`config.mk`:
```
export PLATFORM = sky130hd
export DESIGN_NAME = ooo_commit_top
export DESIGN_NICKNAME = d
export VERILOG_FILES = /design/src/rob_pkg.sv /design/src/trace_pkg.sv /design/src/reorder_buffer.sv /design/src/arch_regfile.sv /design/src/commit_tracer.sv /design/src/ooo_commit_top.sv
export VERILOG_INCLUDE_DIRS = /design/src
export SDC_FILE = /design/constraint.sdc
export NUM_CORES = 2
export LEC_CHECK = 0
export BUFFER_PORTS_ARGS = -buffer_cell sky130_fd_sc_hd__buf_2
export CAP_MARGIN = 20
export CELL_PAD_IN_SITES_DETAIL_PLACEMENT = 0
export CELL_PAD_IN_SITES_GLOBAL_PLACEMENT = 1
export CORE_UTILIZATION = 53
export CTS_CLUSTER_DIAMETER = 50
export DETAILED_ROUTE_END_ITERATION = 16
export PLACE_DENSITY_LB_ADDON = 0.1
export RECOVER_POWER = 25
export SYNTH_ARGS = -nofsm -noshare
export SYNTH_HDL_FRONTEND = slang
export SYNTH_SLANG_ARGS = --single-unit
```
`constraint.sdc`:
```
create_clock -name itf -period 10.4 [get_ports itf]
set_input_delay 1.04 -clock itf [delete_from_list [all_inputs] [get_ports itf]]
set_output_delay 1.04 -clock itf [all_outputs]
set_load 0.01 [all_outputs]
```
`src/ooo_defines.svh`:
```
`ifndef OOO_DEFINES_SVH
`define OOO_DEFINES_SVH

// reorder buffer entries
// also the size of the dispatch credit pool
`define OOO_ROB_DEPTH 8

// buffer tag width, log2 of the depth
// pointers wrap on overflow, so depth is a power of two
`define OOO_TAG_W 3

// data and pc width
`define OOO_XLEN 32

// architectural integer registers
`define OOO_NREGS 32

`endif

```
`src/rob_pkg.sv`:
```
`include "ooo_defines.svh"

package rob_pkg;

    // retirement kind carried by every buffer entry
    typedef enum logic [1:0] {
        op_alu    = 2'd0,
        op_store  = 2'd1,
        op_branch = 2'd2,
        op_jalr   = 2'd3
    } op_e;

    // entry index into the buffer
    typedef logic [`OOO_TAG_W-1:0] tag_t;

    // credit count, 0 up to the full depth
    typedef logic [`OOO_TAG_W:0] count_t;

    // true for kinds that write rd at retirement
    // stores and branches leave the register file alone
    function automatic logic op_writes_rd(op_e op);
        return (op == op_alu) || (op == op_jalr);
    endfunction

endpackage

```
`src/trace_pkg.sv`:
```
`include "ooo_defines.svh"

package trace_pkg;

    // width of the running retirement counter
    localparam int ORDER_W = 64;

    // width of a register index
    localparam int REG_ADDR_W = $clog2(`OOO_NREGS);

    // retirement order number, starts at 0 after reset
    typedef logic [ORDER_W-1:0] order_t;

    // architectural register index
    // x0 doubles as "no destination" in the trace
    typedef logic [REG_ADDR_W-1:0] reg_addr_t;

endpackage

```
`src/reorder_buffer.sv`:
```
`include "ooo_defines.svh"

module reorder_buffer (
    input  logic                 itf,
    input  logic                 rst,
    // dispatch, one entry per cycle at the tail
    input  logic                 disp_valid,
    input  rob_pkg::op_e         disp_op,
    input  logic [`OOO_XLEN-1:0] disp_pc,
    input  logic [`OOO_XLEN-1:0] disp_pred_pc,
    input  trace_pkg::reg_addr_t disp_rd,
    // writeback by tag, any order
    input  logic                 wb_valid,
    input  rob_pkg::tag_t        wb_tag,
    input  logic [`OOO_XLEN-1:0] wb_data,
    input  logic [`OOO_XLEN-1:0] wb_next_pc,
    // retirement view of the head entry
    output logic                 ret_valid,
    output rob_pkg::op_e         ret_op,
    output logic [`OOO_XLEN-1:0] ret_pc,
    output logic [`OOO_XLEN-1:0] ret_next_pc,
    output trace_pkg::reg_addr_t ret_rd,
    output logic [`OOO_XLEN-1:0] ret_data,
    output logic                 ret_mispredict,
    // credits back to the dispatcher
    output logic                 credit_valid,
    output rob_pkg::count_t      credit_count,
    // fetch redirect after a mispredict
    output logic                 redirect_valid,
    output logic [`OOO_XLEN-1:0] redirect_pc
);

    // per-entry control bits
    logic                 valid_q [`OOO_ROB_DEPTH];
    logic                 done_q  [`OOO_ROB_DEPTH];

    // per-entry payload
    rob_pkg::op_e         op_q    [`OOO_ROB_DEPTH];
    logic [`OOO_XLEN-1:0] pc_q    [`OOO_ROB_DEPTH];
    logic [`OOO_XLEN-1:0] pred_q  [`OOO_ROB_DEPTH];
    trace_pkg::reg_addr_t rd_q    [`OOO_ROB_DEPTH];
    logic [`OOO_XLEN-1:0] data_q  [`OOO_ROB_DEPTH];
    logic [`OOO_XLEN-1:0] next_q  [`OOO_ROB_DEPTH];

    // oldest entry, next free slot, live entries
    rob_pkg::tag_t        head_q;
    rob_pkg::tag_t        tail_q;
    rob_pkg::count_t      count_q;

    // tail after this cycle's dispatch
    rob_pkg::tag_t        tail_nxt;

    assign tail_nxt = tail_q + rob_pkg::tag_t'(disp_valid);

    // head is retirable once its result is back
    assign ret_valid   = valid_q[head_q] & done_q[head_q];
    assign ret_op      = op_q[head_q];
    assign ret_pc      = pc_q[head_q];
    assign ret_next_pc = next_q[head_q];
    assign ret_rd      = rd_q[head_q];
    assign ret_data    = data_q[head_q];

    // actual next pc against the prediction made at fetch
    assign ret_mispredict = ret_valid & (next_q[head_q] != pred_q[head_q]);

    // control state, pointers and occupancy
    always_ff @(posedge itf) begin
        if (rst) begin
            head_q  <= '0;
            tail_q  <= '0;
            count_q <= '0;
            for (int i = 0; i < `OOO_ROB_DEPTH; i++) begin
                valid_q[i] <= 1'b0;
                done_q[i]  <= 1'b0;
            end
        end else begin
            // allocate at the tail, result still pending
            if (disp_valid) begin
                valid_q[tail_q] <= 1'b1;
                done_q[tail_q]  <= 1'b0;
            end
            // result arrived for a live entry
            if (wb_valid) begin
                done_q[wb_tag] <= 1'b1;
            end
            // head leaves the buffer
            if (ret_valid) begin
                valid_q[head_q] <= 1'b0;
            end
            // mispredict kills everything younger
            // including a dispatch landing on this same edge
            if (ret_mispredict) begin
                for (int i = 0; i < `OOO_ROB_DEPTH; i++) begin
                    valid_q[i] <= 1'b0;
                end
            end

            // tail keeps counting so tags follow allocation order
            tail_q <= tail_nxt;
            if (ret_mispredict) begin
                head_q  <= tail_nxt;
                count_q <= '0;
            end else begin
                head_q  <= head_q + rob_pkg::tag_t'(ret_valid);
                count_q <= count_q + rob_pkg::count_t'(disp_valid)
                                   - rob_pkg::count_t'(ret_valid);
            end
        end
    end

    // entry payload written at dispatch and writeback
    always_ff @(posedge itf) begin
        if (disp_valid) begin
            op_q[tail_q]   <= disp_op;
            pc_q[tail_q]   <= disp_pc;
            pred_q[tail_q] <= disp_pred_pc;
            rd_q[tail_q]   <= disp_rd;
        end
        if (wb_valid) begin
            data_q[wb_tag] <= wb_data;
            next_q[wb_tag] <= wb_next_pc;
        end
    end

    // credit and redirect, one cycle after retirement
    always_ff @(posedge itf) begin
        if (rst) begin
            credit_valid   <= 1'b0;
            credit_count   <= '0;
            redirect_valid <= 1'b0;
        end else begin
            credit_valid   <= ret_valid;
            redirect_valid <= ret_mispredict;
            if (!ret_valid) begin
                credit_count <= '0;
            end else if (ret_mispredict) begin
                // every live entry comes back at once
                credit_count <= count_q + rob_pkg::count_t'(disp_valid);
            end else begin
                credit_count <= rob_pkg::count_t'(1);
            end
        end
    end

    // redirect target is the resolved next pc
    always_ff @(posedge itf) begin
        if (ret_mispredict) begin
            redirect_pc <= next_q[head_q];
        end
    end

endmodule

```
`src/arch_regfile.sv`:
```
`include "ooo_defines.svh"

module arch_regfile (
    input  logic                 itf,
    input  logic                 rst,
    // retirement write port
    input  logic                 ret_valid,
    input  rob_pkg::op_e         ret_op,
    input  trace_pkg::reg_addr_t ret_rd,
    input  logic [`OOO_XLEN-1:0] ret_data,
    // read port
    input  trace_pkg::reg_addr_t rs_addr,
    output logic [`OOO_XLEN-1:0] rs_data
);

    logic [`OOO_XLEN-1:0] regs_q [`OOO_NREGS];

    // write only for kinds with a destination
    logic wr_en;

    assign wr_en = ret_valid && rob_pkg::op_writes_rd(ret_op) && (ret_rd != '0);

    always_ff @(posedge itf) begin
        if (rst) begin
            for (int i = 0; i < `OOO_NREGS; i++) begin
                regs_q[i] <= '0;
            end
        end else if (wr_en) begin
            // x0 is filtered in wr_en and stays zero
            regs_q[ret_rd] <= ret_data;
        end
    end

    // combinational read
    assign rs_data = regs_q[rs_addr];

endmodule

```
`src/commit_tracer.sv`:
```
`include "ooo_defines.svh"

module commit_tracer (
    input  logic                 itf,
    input  logic                 rst,
    // retirement from the buffer head
    input  logic                 ret_valid,
    input  rob_pkg::op_e         ret_op,
    input  logic [`OOO_XLEN-1:0] ret_pc,
    input  logic [`OOO_XLEN-1:0] ret_next_pc,
    input  trace_pkg::reg_addr_t ret_rd,
    input  logic [`OOO_XLEN-1:0] ret_data,
    // registered commit record
    output logic                 trace_valid,
    output trace_pkg::order_t    trace_order,
    output rob_pkg::op_e         trace_op,
    output logic [`OOO_XLEN-1:0] trace_pc_rdata,
    output logic [`OOO_XLEN-1:0] trace_pc_wdata,
    output trace_pkg::reg_addr_t trace_rd_addr,
    output logic [`OOO_XLEN-1:0] trace_rd_wdata
);

    // order number of the next retirement
    trace_pkg::order_t    order_q;

    // destination as the trace reports it
    trace_pkg::reg_addr_t rd_addr;

    // no destination for store and branch
    assign rd_addr = rob_pkg::op_writes_rd(ret_op) ? ret_rd : '0;

    always_ff @(posedge itf) begin
        if (rst) begin
            trace_valid <= 1'b0;
            order_q     <= '0;
        end else begin
            trace_valid <= ret_valid;
            if (ret_valid) begin
                order_q <= order_q + 1'b1;
            end
        end
    end

    // record fields latched on each retirement
    always_ff @(posedge itf) begin
        if (ret_valid) begin
            trace_order    <= order_q;
            trace_op       <= ret_op;
            trace_pc_rdata <= ret_pc;
            // actual next pc, covers jalr targets and mispredicts
            trace_pc_wdata <= ret_next_pc;
            trace_rd_addr  <= rd_addr;
            // zero data whenever rd reads as x0
            trace_rd_wdata <= (rd_addr != '0) ? ret_data : '0;
        end
    end

endmodule

```
`src/ooo_commit_top.sv`:
```
`include "ooo_defines.svh"

module ooo_commit_top (
    input  logic                 itf,
    input  logic                 rst,
    // dispatch
    input  logic                 disp_valid,
    input  rob_pkg::op_e         disp_op,
    input  logic [`OOO_XLEN-1:0] disp_pc,
    input  logic [`OOO_XLEN-1:0] disp_pred_pc,
    input  trace_pkg::reg_addr_t disp_rd,
    // writeback
    input  logic                 wb_valid,
    input  rob_pkg::tag_t        wb_tag,
    input  logic [`OOO_XLEN-1:0] wb_data,
    input  logic [`OOO_XLEN-1:0] wb_next_pc,
    // register read
    input  trace_pkg::reg_addr_t rs_addr,
    output logic [`OOO_XLEN-1:0] rs_data,
    // commit trace
    output logic                 trace_valid,
    output trace_pkg::order_t    trace_order,
    output rob_pkg::op_e         trace_op,
    output logic [`OOO_XLEN-1:0] trace_pc_rdata,
    output logic [`OOO_XLEN-1:0] trace_pc_wdata,
    output trace_pkg::reg_addr_t trace_rd_addr,
    output logic [`OOO_XLEN-1:0] trace_rd_wdata,
    // redirect and credits
    output logic                 redirect_valid,
    output logic [`OOO_XLEN-1:0] redirect_pc,
    output logic                 credit_valid,
    output rob_pkg::count_t      credit_count
);

    // retirement bus from the buffer head
    logic                 ret_valid;
    rob_pkg::op_e         ret_op;
    logic [`OOO_XLEN-1:0] ret_pc;
    logic [`OOO_XLEN-1:0] ret_next_pc;
    trace_pkg::reg_addr_t ret_rd;
    logic [`OOO_XLEN-1:0] ret_data;

    reorder_buffer rob (
        .itf(itf), .rst(rst),
        .disp_valid(disp_valid), .disp_op(disp_op), .disp_pc(disp_pc),
        .disp_pred_pc(disp_pred_pc), .disp_rd(disp_rd),
        .wb_valid(wb_valid), .wb_tag(wb_tag), .wb_data(wb_data), .wb_next_pc(wb_next_pc),
        .ret_valid(ret_valid), .ret_op(ret_op), .ret_pc(ret_pc), .ret_next_pc(ret_next_pc),
        .ret_rd(ret_rd), .ret_data(ret_data),
        // flush is handled inside the buffer
        .ret_mispredict(),
        .credit_valid(credit_valid), .credit_count(credit_count),
        .redirect_valid(redirect_valid), .redirect_pc(redirect_pc)
    );

    arch_regfile regfile (
        .itf(itf), .rst(rst),
        .ret_valid(ret_valid), .ret_op(ret_op), .ret_rd(ret_rd), .ret_data(ret_data),
        .rs_addr(rs_addr), .rs_data(rs_data)
    );

    commit_tracer tracer (
        .itf(itf), .rst(rst),
        .ret_valid(ret_valid), .ret_op(ret_op), .ret_pc(ret_pc), .ret_next_pc(ret_next_pc),
        .ret_rd(ret_rd), .ret_data(ret_data),
        .trace_valid(trace_valid), .trace_order(trace_order), .trace_op(trace_op),
        .trace_pc_rdata(trace_pc_rdata), .trace_pc_wdata(trace_pc_wdata),
        .trace_rd_addr(trace_rd_addr), .trace_rd_wdata(trace_rd_wdata)
    );

endmodule

```
* After elaboration in Yosys (flattened, before gate mapping)
Memories as Yosys holds them, arrays and structs flattened. A register that Yosys moved wholly into a read port is not among the register bits.
Index checks and enable logic that the tools add are counted.
** Word-level totals
- Register bits after elaboration :: 247
- Memory bits (writable) :: 2120
- Logic and storage cells :: 172
- Memories kept :: 9
** Operators by class
- Add/sub/neg operators :: 5
- Eq/ne operators :: 18
- Multiplexer cells :: 52
- Bitwise logic cells :: 60
- Reduce and logical (&&, ||, !) cells :: 14
** Memories
- regfile.regs_q :: words 32, width 32, read ports 1, clocked after Yosys merged registers in 0, wr ports 32, line arch_regfile.sv:16 : logic [`OOO_XLEN-1:0] regs_q [`OOO_NREGS];
- rob.data_q :: words 8, width 32, read ports 1, clocked after Yosys merged registers in 1, wr ports 1, line reorder_buffer.sv:42 : logic [`OOO_XLEN-1:0] data_q [`OOO_ROB_DEPTH];
- rob.next_q :: words 8, width 32, read ports 1, clocked after Yosys merged registers in 1, wr ports 1, line reorder_buffer.sv:43 : logic [`OOO_XLEN-1:0] next_q [`OOO_ROB_DEPTH];
- rob.pc_q :: words 8, width 32, read ports 1, clocked after Yosys merged registers in 1, wr ports 1, line reorder_buffer.sv:39 : logic [`OOO_XLEN-1:0] pc_q [`OOO_ROB_DEPTH];
- rob.pred_q :: words 8, width 32, read ports 1, clocked after Yosys merged registers in 1, wr ports 1, line reorder_buffer.sv:40 : logic [`OOO_XLEN-1:0] pred_q [`OOO_ROB_DEPTH];
- rob.rd_q :: words 8, width 5, read ports 1, clocked after Yosys merged registers in 1, wr ports 1, line reorder_buffer.sv:41 : trace_pkg::reg_addr_t rd_q [`OOO_ROB_DEPTH];
- +3 memories
** Operators by type and width (number)
- $add A64 B1 Y64 const B :: 1
- $eq A3 B3 Y1 const B :: 16
- $mux W1 :: 37
- $mux W3 :: 12
- $and A1 B1 Y1 :: 34
- $mux W32 :: 1
- $ne A32 B32 Y1 :: 1
- $reduce_or A32 Y1 :: 1
- $not A1 Y1 :: 18
- $mux W5 :: 2
- $reduce_bool A5 Y1 :: 2
- $or A1 B1 Y1 :: 8
- $add A3 B1 Y3 :: 2
- $add A4 B1 Y4 :: 1
- $reduce_or A1 Y1 :: 4
- $reduce_or A2 Y1 :: 2
- $sub A4 B1 Y4 :: 1
- $reduce_or A3 Y1 :: 1
- $eq A2 B2 Y1 const B :: 1
- $logic_and A1 B1 Y1 :: 2
- $logic_not A2 Y1 :: 1
- $logic_or A1 B1 Y1 :: 1

* Depth between registers and ports, before layout
- Depth in word-level cells :: 17
- Mapped depth :: 14
- Mapped depth without buffers :: 10

* Hierarchy
From an unflattened synthesis, not the netlist that was laid out.
** Unflattened totals
- Cells, all modules :: 6230
- Area total of the unflattened synthesis :: 99670.6 um^2
** By module, submodules not included
- arch_regfile :: instances 1, cells each 3446, area each 47149.0 um^2
- reorder_buffer :: instances 1, cells each 2205, area each 44143.6 um^2
- commit_tracer :: instances 1, cells each 579, area each 8378.0 um^2

* Worst setup path after synthesis
No wires, ideal clock.
- Kind :: reg-to-reg
- Start point :: reg rob.head_q[0] (netlist name)
- End point :: reg rob.count_q[3]
- Setup time :: 0.130 ns
- Arrival time :: 7.284 ns
- Required time :: 10.270 ns
- Slack :: 2.986 ns
- Cell stages (with the launch flop) :: 12
- Path buffers :: 3
- Clock period less this slack :: 7.414 ns
- Cells stage by stage :: dfxtp_1 -> buf_6 -> buf_12 -> inv_2 -> mux4_2 -> buf_1 -> ha_1 -> nor2b_1 -> o21ai_0 -> a21oi_1 -> xor2_1 -> nor3_1
** RTL lines
- end signal, assigned :: line reorder_buffer.sv:105 : count_q <= count_q + rob_pkg::count_t'(disp_valid)
- end, declared :: line reorder_buffer.sv:48 : rob_pkg::count_t count_q;

==> flow_metrics.env <==
export IMPL_wl_um=259000
export IMPL_yosysTopAreaCellShare_pct=72.5
export IMPL_min_path_type="flop to flop"
export IMPL_worstReg2RegStart="rob.head_q[0]"
export IMPL_syn_to_final_growth_pct=13.7
export IMPL_layout_setup_ws_ps=3920
export IMPL_whs_path_depth=0
export IMPL_cp_max_fo=46
export IMPL_syn_area_mm2=0.0954
export IMPL_reg2reg_to="regfile.regs_q[16][5]"
export IMPL_die_area_mm2=0.182
export IMPL_async_flop_share_pct=0
export IMPL_finClkSkew_ps=37.5
export IMPL_dp_hpwl_um=152000
export IMPL_timing_fmax_mhz=154
export IMPL_cp_arrival_ps=6920
export IMPL_fin_crit_sh_pct=62.3
export IMPL_maxSlewViolCount=80
export IMPL_ys_flop_type="edfxtp_1"
export IMPL_route_detailed_drc=0
export IMPL_r2r_slack_ps=3920
export IMPL_firstDrtPassIters=5
export IMPL_path_clk_slew_ps=60
export IMPL_dr_first_iter_drc_count=5658
export IMPL_synth_seq_area_share_pct=74.5
export IMPL_ctsResizeCount=0
export IMPL_setup_viol=0
export IMPL_yosysUniqueCellTypes=74
export IMPL_critPathRequiredTime_ps=10840
export IMPL_violations="max-capacitance violations, max-slew violations"
export IMPL_start_kind="flop"
export IMPL_cts_buffers=276
export IMPL_vias_per_cell=6.08
export IMPL_rows=155
export IMPL_powerDensity_mw_per_mm2=195
export IMPL_io_buffers=384
export IMPL_grt_pass1_vias=50600
export IMPL_antenna_left=0
export IMPL_synth_largest_area_cell="edfxtp_1"
export IMPL_synth_edf_count=2303
export IMPL_tightest_slew_ps=3360
export IMPL_cts_buffer_depth=4
export IMPL_cap_violations=2
export IMPL_yosys_warnings=0
export IMPL_cts_sinks=2399
export IMPL_critPathKind="flop to flop"
export IMPL_hp_start="tracer.order_q[6]"
export IMPL_wl_per_cell_um=30.9
export IMPL_chipHeight_um=426
export IMPL_cp_cell_sequence="buf_4, buf_4, mux4_1, mux2i_1, nand2_1, nor2_1, a31o_2, nor3_2, buf_4, nand2_1, buf_4, nand2b_2"
export IMPL_fin_util_pct=60.7
export IMPL_finalHoldViolCount=0
export IMPL_ys_ff_latch=2399
export IMPL_dp_slack_ps=3710
export IMPL_postCtsSetupRepairBufs=0
export IMPL_cp_common_cell="buf_4"
export IMPL_synth_area_per_cell_um2=17.7
export IMPL_cts_tree="built"
export IMPL_period_minus_slack_ps=6480
export IMPL_whs_endpoint="tracer.trace_order[6]"
export IMPL_synth_area_top_cells="edfxtp_1 (72%), mux4_2 (11%), nor2_1 (4.4%)"
export IMPL_leakage_uw=0.0362
export IMPL_grt_use_total_pct=28.6
export IMPL_boundaryPins=385
export IMPL_grt_pass1_wl_um=367000
export IMPL_syn_instance_count=5405
export IMPL_core_mm2=0.179
export IMPL_cp_end_kind="flop"
export IMPL_grt_max_degree=111
export IMPL_drive_above_1_share_pct=23.0
export IMPL_initial_core_util_pct=53.4
export IMPL_ctsRootBufferMaster="clkbuf_16"
export IMPL_reg2reg_depth=12
export IMPL_clk_latency_ps=910
export IMPL_slowest_stage="a31o_2"
export IMPL_gp_congestion=0.838
export IMPL_ir_drop_mv=0.162
export IMPL_max_slew_margin_pct=-124
export IMPL_whs_ps=475
export IMPL_nFillCells=13100
export IMPL_status="complete, but fails checks"
export IMPL_final_nets=5992
export IMPL_cpPeakStageDelay_ps=850
export IMPL_tns_ps=0
export IMPL_cts_max_level=5
export IMPL_antenna_found_initial=48
export IMPL_grt_overflow=0
export IMPL_vias=51000
export IMPL_holdBufCountCts=0
export IMPL_rsz0062_at_grt="false"
export IMPL_die_x_um=426
[flip-flops by register name, summed over array words and instances, names as in the netlist, 8 cells and up]
signal                 flops
regfile.regs_q          1024
rob.data_q               256
rob.done_q                 8
rob.next_q               256
rob.op_q                  16
rob.pc_q                 256
rob.pred_q               256
rob.rd_q                  40
rob.redirect_pc           32
rob.valid_q                8
tracer.order_q            64
tracer.trace_order        64
tracer.trace_pc_rdata     32
tracer.trace_pc_wdata     32
tracer.trace_rd_wdata     32
[synthesized netlist by cell type, drive strengths merged, types with 2 or more instances]
| master | number |
|---|---|
| a222oi | 3 |
| o21ai | 36 |
| a211oi | 8 |
| o22ai | 41 |
| a221oi | 5 |
| mux2i | 117 |
| and2 | 4 |
| ha | 9 |
| edfxtp | 2303 |
| o221ai | 10 |
| a2bb2oi | 26 |
| xor2 | 53 |
| and4 | 9 |
| o221a | 4 |
| mux4 | 508 |
| nor3 | 26 |
| nor2 | 1127 |
| nand3 | 36 |
| or2 | 5 |
| a22oi | 15 |
| o31ai | 2 |
| dfxtp | 96 |
| a2111oi | 5 |
| nand4 | 22 |
| clkbuf | 290 |
| a21oi | 38 |
| nand2 | 217 |
| or3 | 26 |
| o211ai | 7 |
| o31a | 2 |
| nand3b | 3 |
| and3 | 13 |
| nor2b | 10 |
| inv | 32 |
| nand2b | 47 |
| o2111ai | 2 |
| mux2 | 88 |
| o32ai | 2 |
| xnor2 | 40 |
| nor4 | 6 |
| buf | 99 |
[layer usage]
metal	track usage (%)	wire length, um	part of all wire, %
met1	36.8	97500	38
met2	47.5	131000	51
met3	5.00	17500	6.7
met4	13.4	12900	5.0
met5	0	178	0.069
[cell type report]
cell class              instances  area (um2)  share of cell area, %
clock buffers                 348        7430                   6.85
clock inverters               106         905                  0.834
inverters                      33         133                  0.122
repair buffers                511        2750                   2.53
well taps                    2355        2950                   2.72
multi-input cells            2615       23200                   21.4
diodes                         14        35.0                 0.0323
flip-flops and latches       2399       71100                   65.5
[critical path, delay by kind of cell (launching register included)]
family	cells	cell delay, ps
buf+inv	4	2080
simple gates	5	1200
flops	1	760
compound gates	1	850
mux	2	1010
[worst max-delay path by stage]
| stage | from | end | slack, ps | depth (start not counted) |
|---|---|---|---|---|
| after global placement | rob.head_q[0] | regfile.regs_q[16][5] | 3740 | 12 |
| after CTS | rob.head_q[0] | regfile.regs_q[16][5] | 3700 | 12 |
| after detailed placement | rob.head_q[0] | regfile.regs_q[16][14] | 3710 | 12 |
| final | rob.head_q[0] | regfile.regs_q[16][5] | 3920 | 12 |
| after global routing | rob.head_q[0] | regfile.regs_q[16][5] | 3260 | 12 |
| after floorplan | rob.head_q[0] | rob.count_q[3] | 2990 | 11 |
[report_power, final]
part / total (uW) / leakage, uW / internal, uW / switching [uW]
combinational: 1100 / 0.00920 / 360 / 739
clock: 9100 / 0.00406 / 5390 / 3710
sequential: 10900 / 0.0229 / 10900 / 70.3
[layout by cell type, fill, tap and decap left out, types with 10 or more instances in the layout]
| cell type | instances |
|---|---|
| clkbuf_1 | 199 |
| clkinv_1 | 50 |
| o22ai_1 | 41 |
| or3_1 | 25 |
| buf_2 | 242 |
| mux2_2 | 87 |
| mux2i_4 | 32 |
| a21oi_1 | 38 |
| nand2b_2 | 31 |
| inv_1 | 30 |
| mux4_1 | 33 |
| a22oi_1 | 15 |
| nor2b_1 | 10 |
| nand2b_1 | 16 |
| xnor2_1 | 40 |
| nand2_1 | 216 |
| edfxtp_1 | 2303 |
| a2bb2oi_1 | 26 |
| nand4_1 | 22 |
| and3_1 | 13 |
| bufinv_16 | 15 |
| clkinv_2 | 24 |
| nand3_1 | 36 |
| nor2_1 | 1121 |
| nor3_1 | 19 |
| dfxtp_1 | 93 |
| conb_1 | 32 |
| diode_2 | 14 |
| mux4_2 | 474 |
| clkbuf_16 | 285 |
| o21ai_0 | 35 |
| mux2i_1 | 85 |
| xor2_1 | 53 |
| o221ai_1 | 10 |
| buf_4 | 122 |
[stage by stage]
| stage | std cells | cell area [um2] | total power, uW |
|---|---|---|---|
| 4_1_cts | 8367 | 109000 | 21300 |
| 3_5_place_dp | 7913 | 100000 | 12200 |
| 2_1_floorplan | 5436 | 95500 | 11700 |
| 3_3_place_gp | 7913 | 100000 | 12200 |
| 5_1_grt | 8372 | 108000 | 21700 |
| 6_report | 8381 | 109000 | 21100 |
[logic make-up (layout without fill, tap and decap cells)]
kind of cell    count (synthesis)  count (layout)  share of synthesized area [%]
flops                        2399            2399                           74.5
buf+inv                       422             998                           1.88
mux                           713             713                           14.4
compound gates                212             212                           1.61
xor+xnor                       93              93                          0.854
simple gates                 1556            1556                           6.67
fa+ha+maj                       9               9                          0.118
other cells                     1              46                        0.00393
Power figures use the tool's default switching activity.
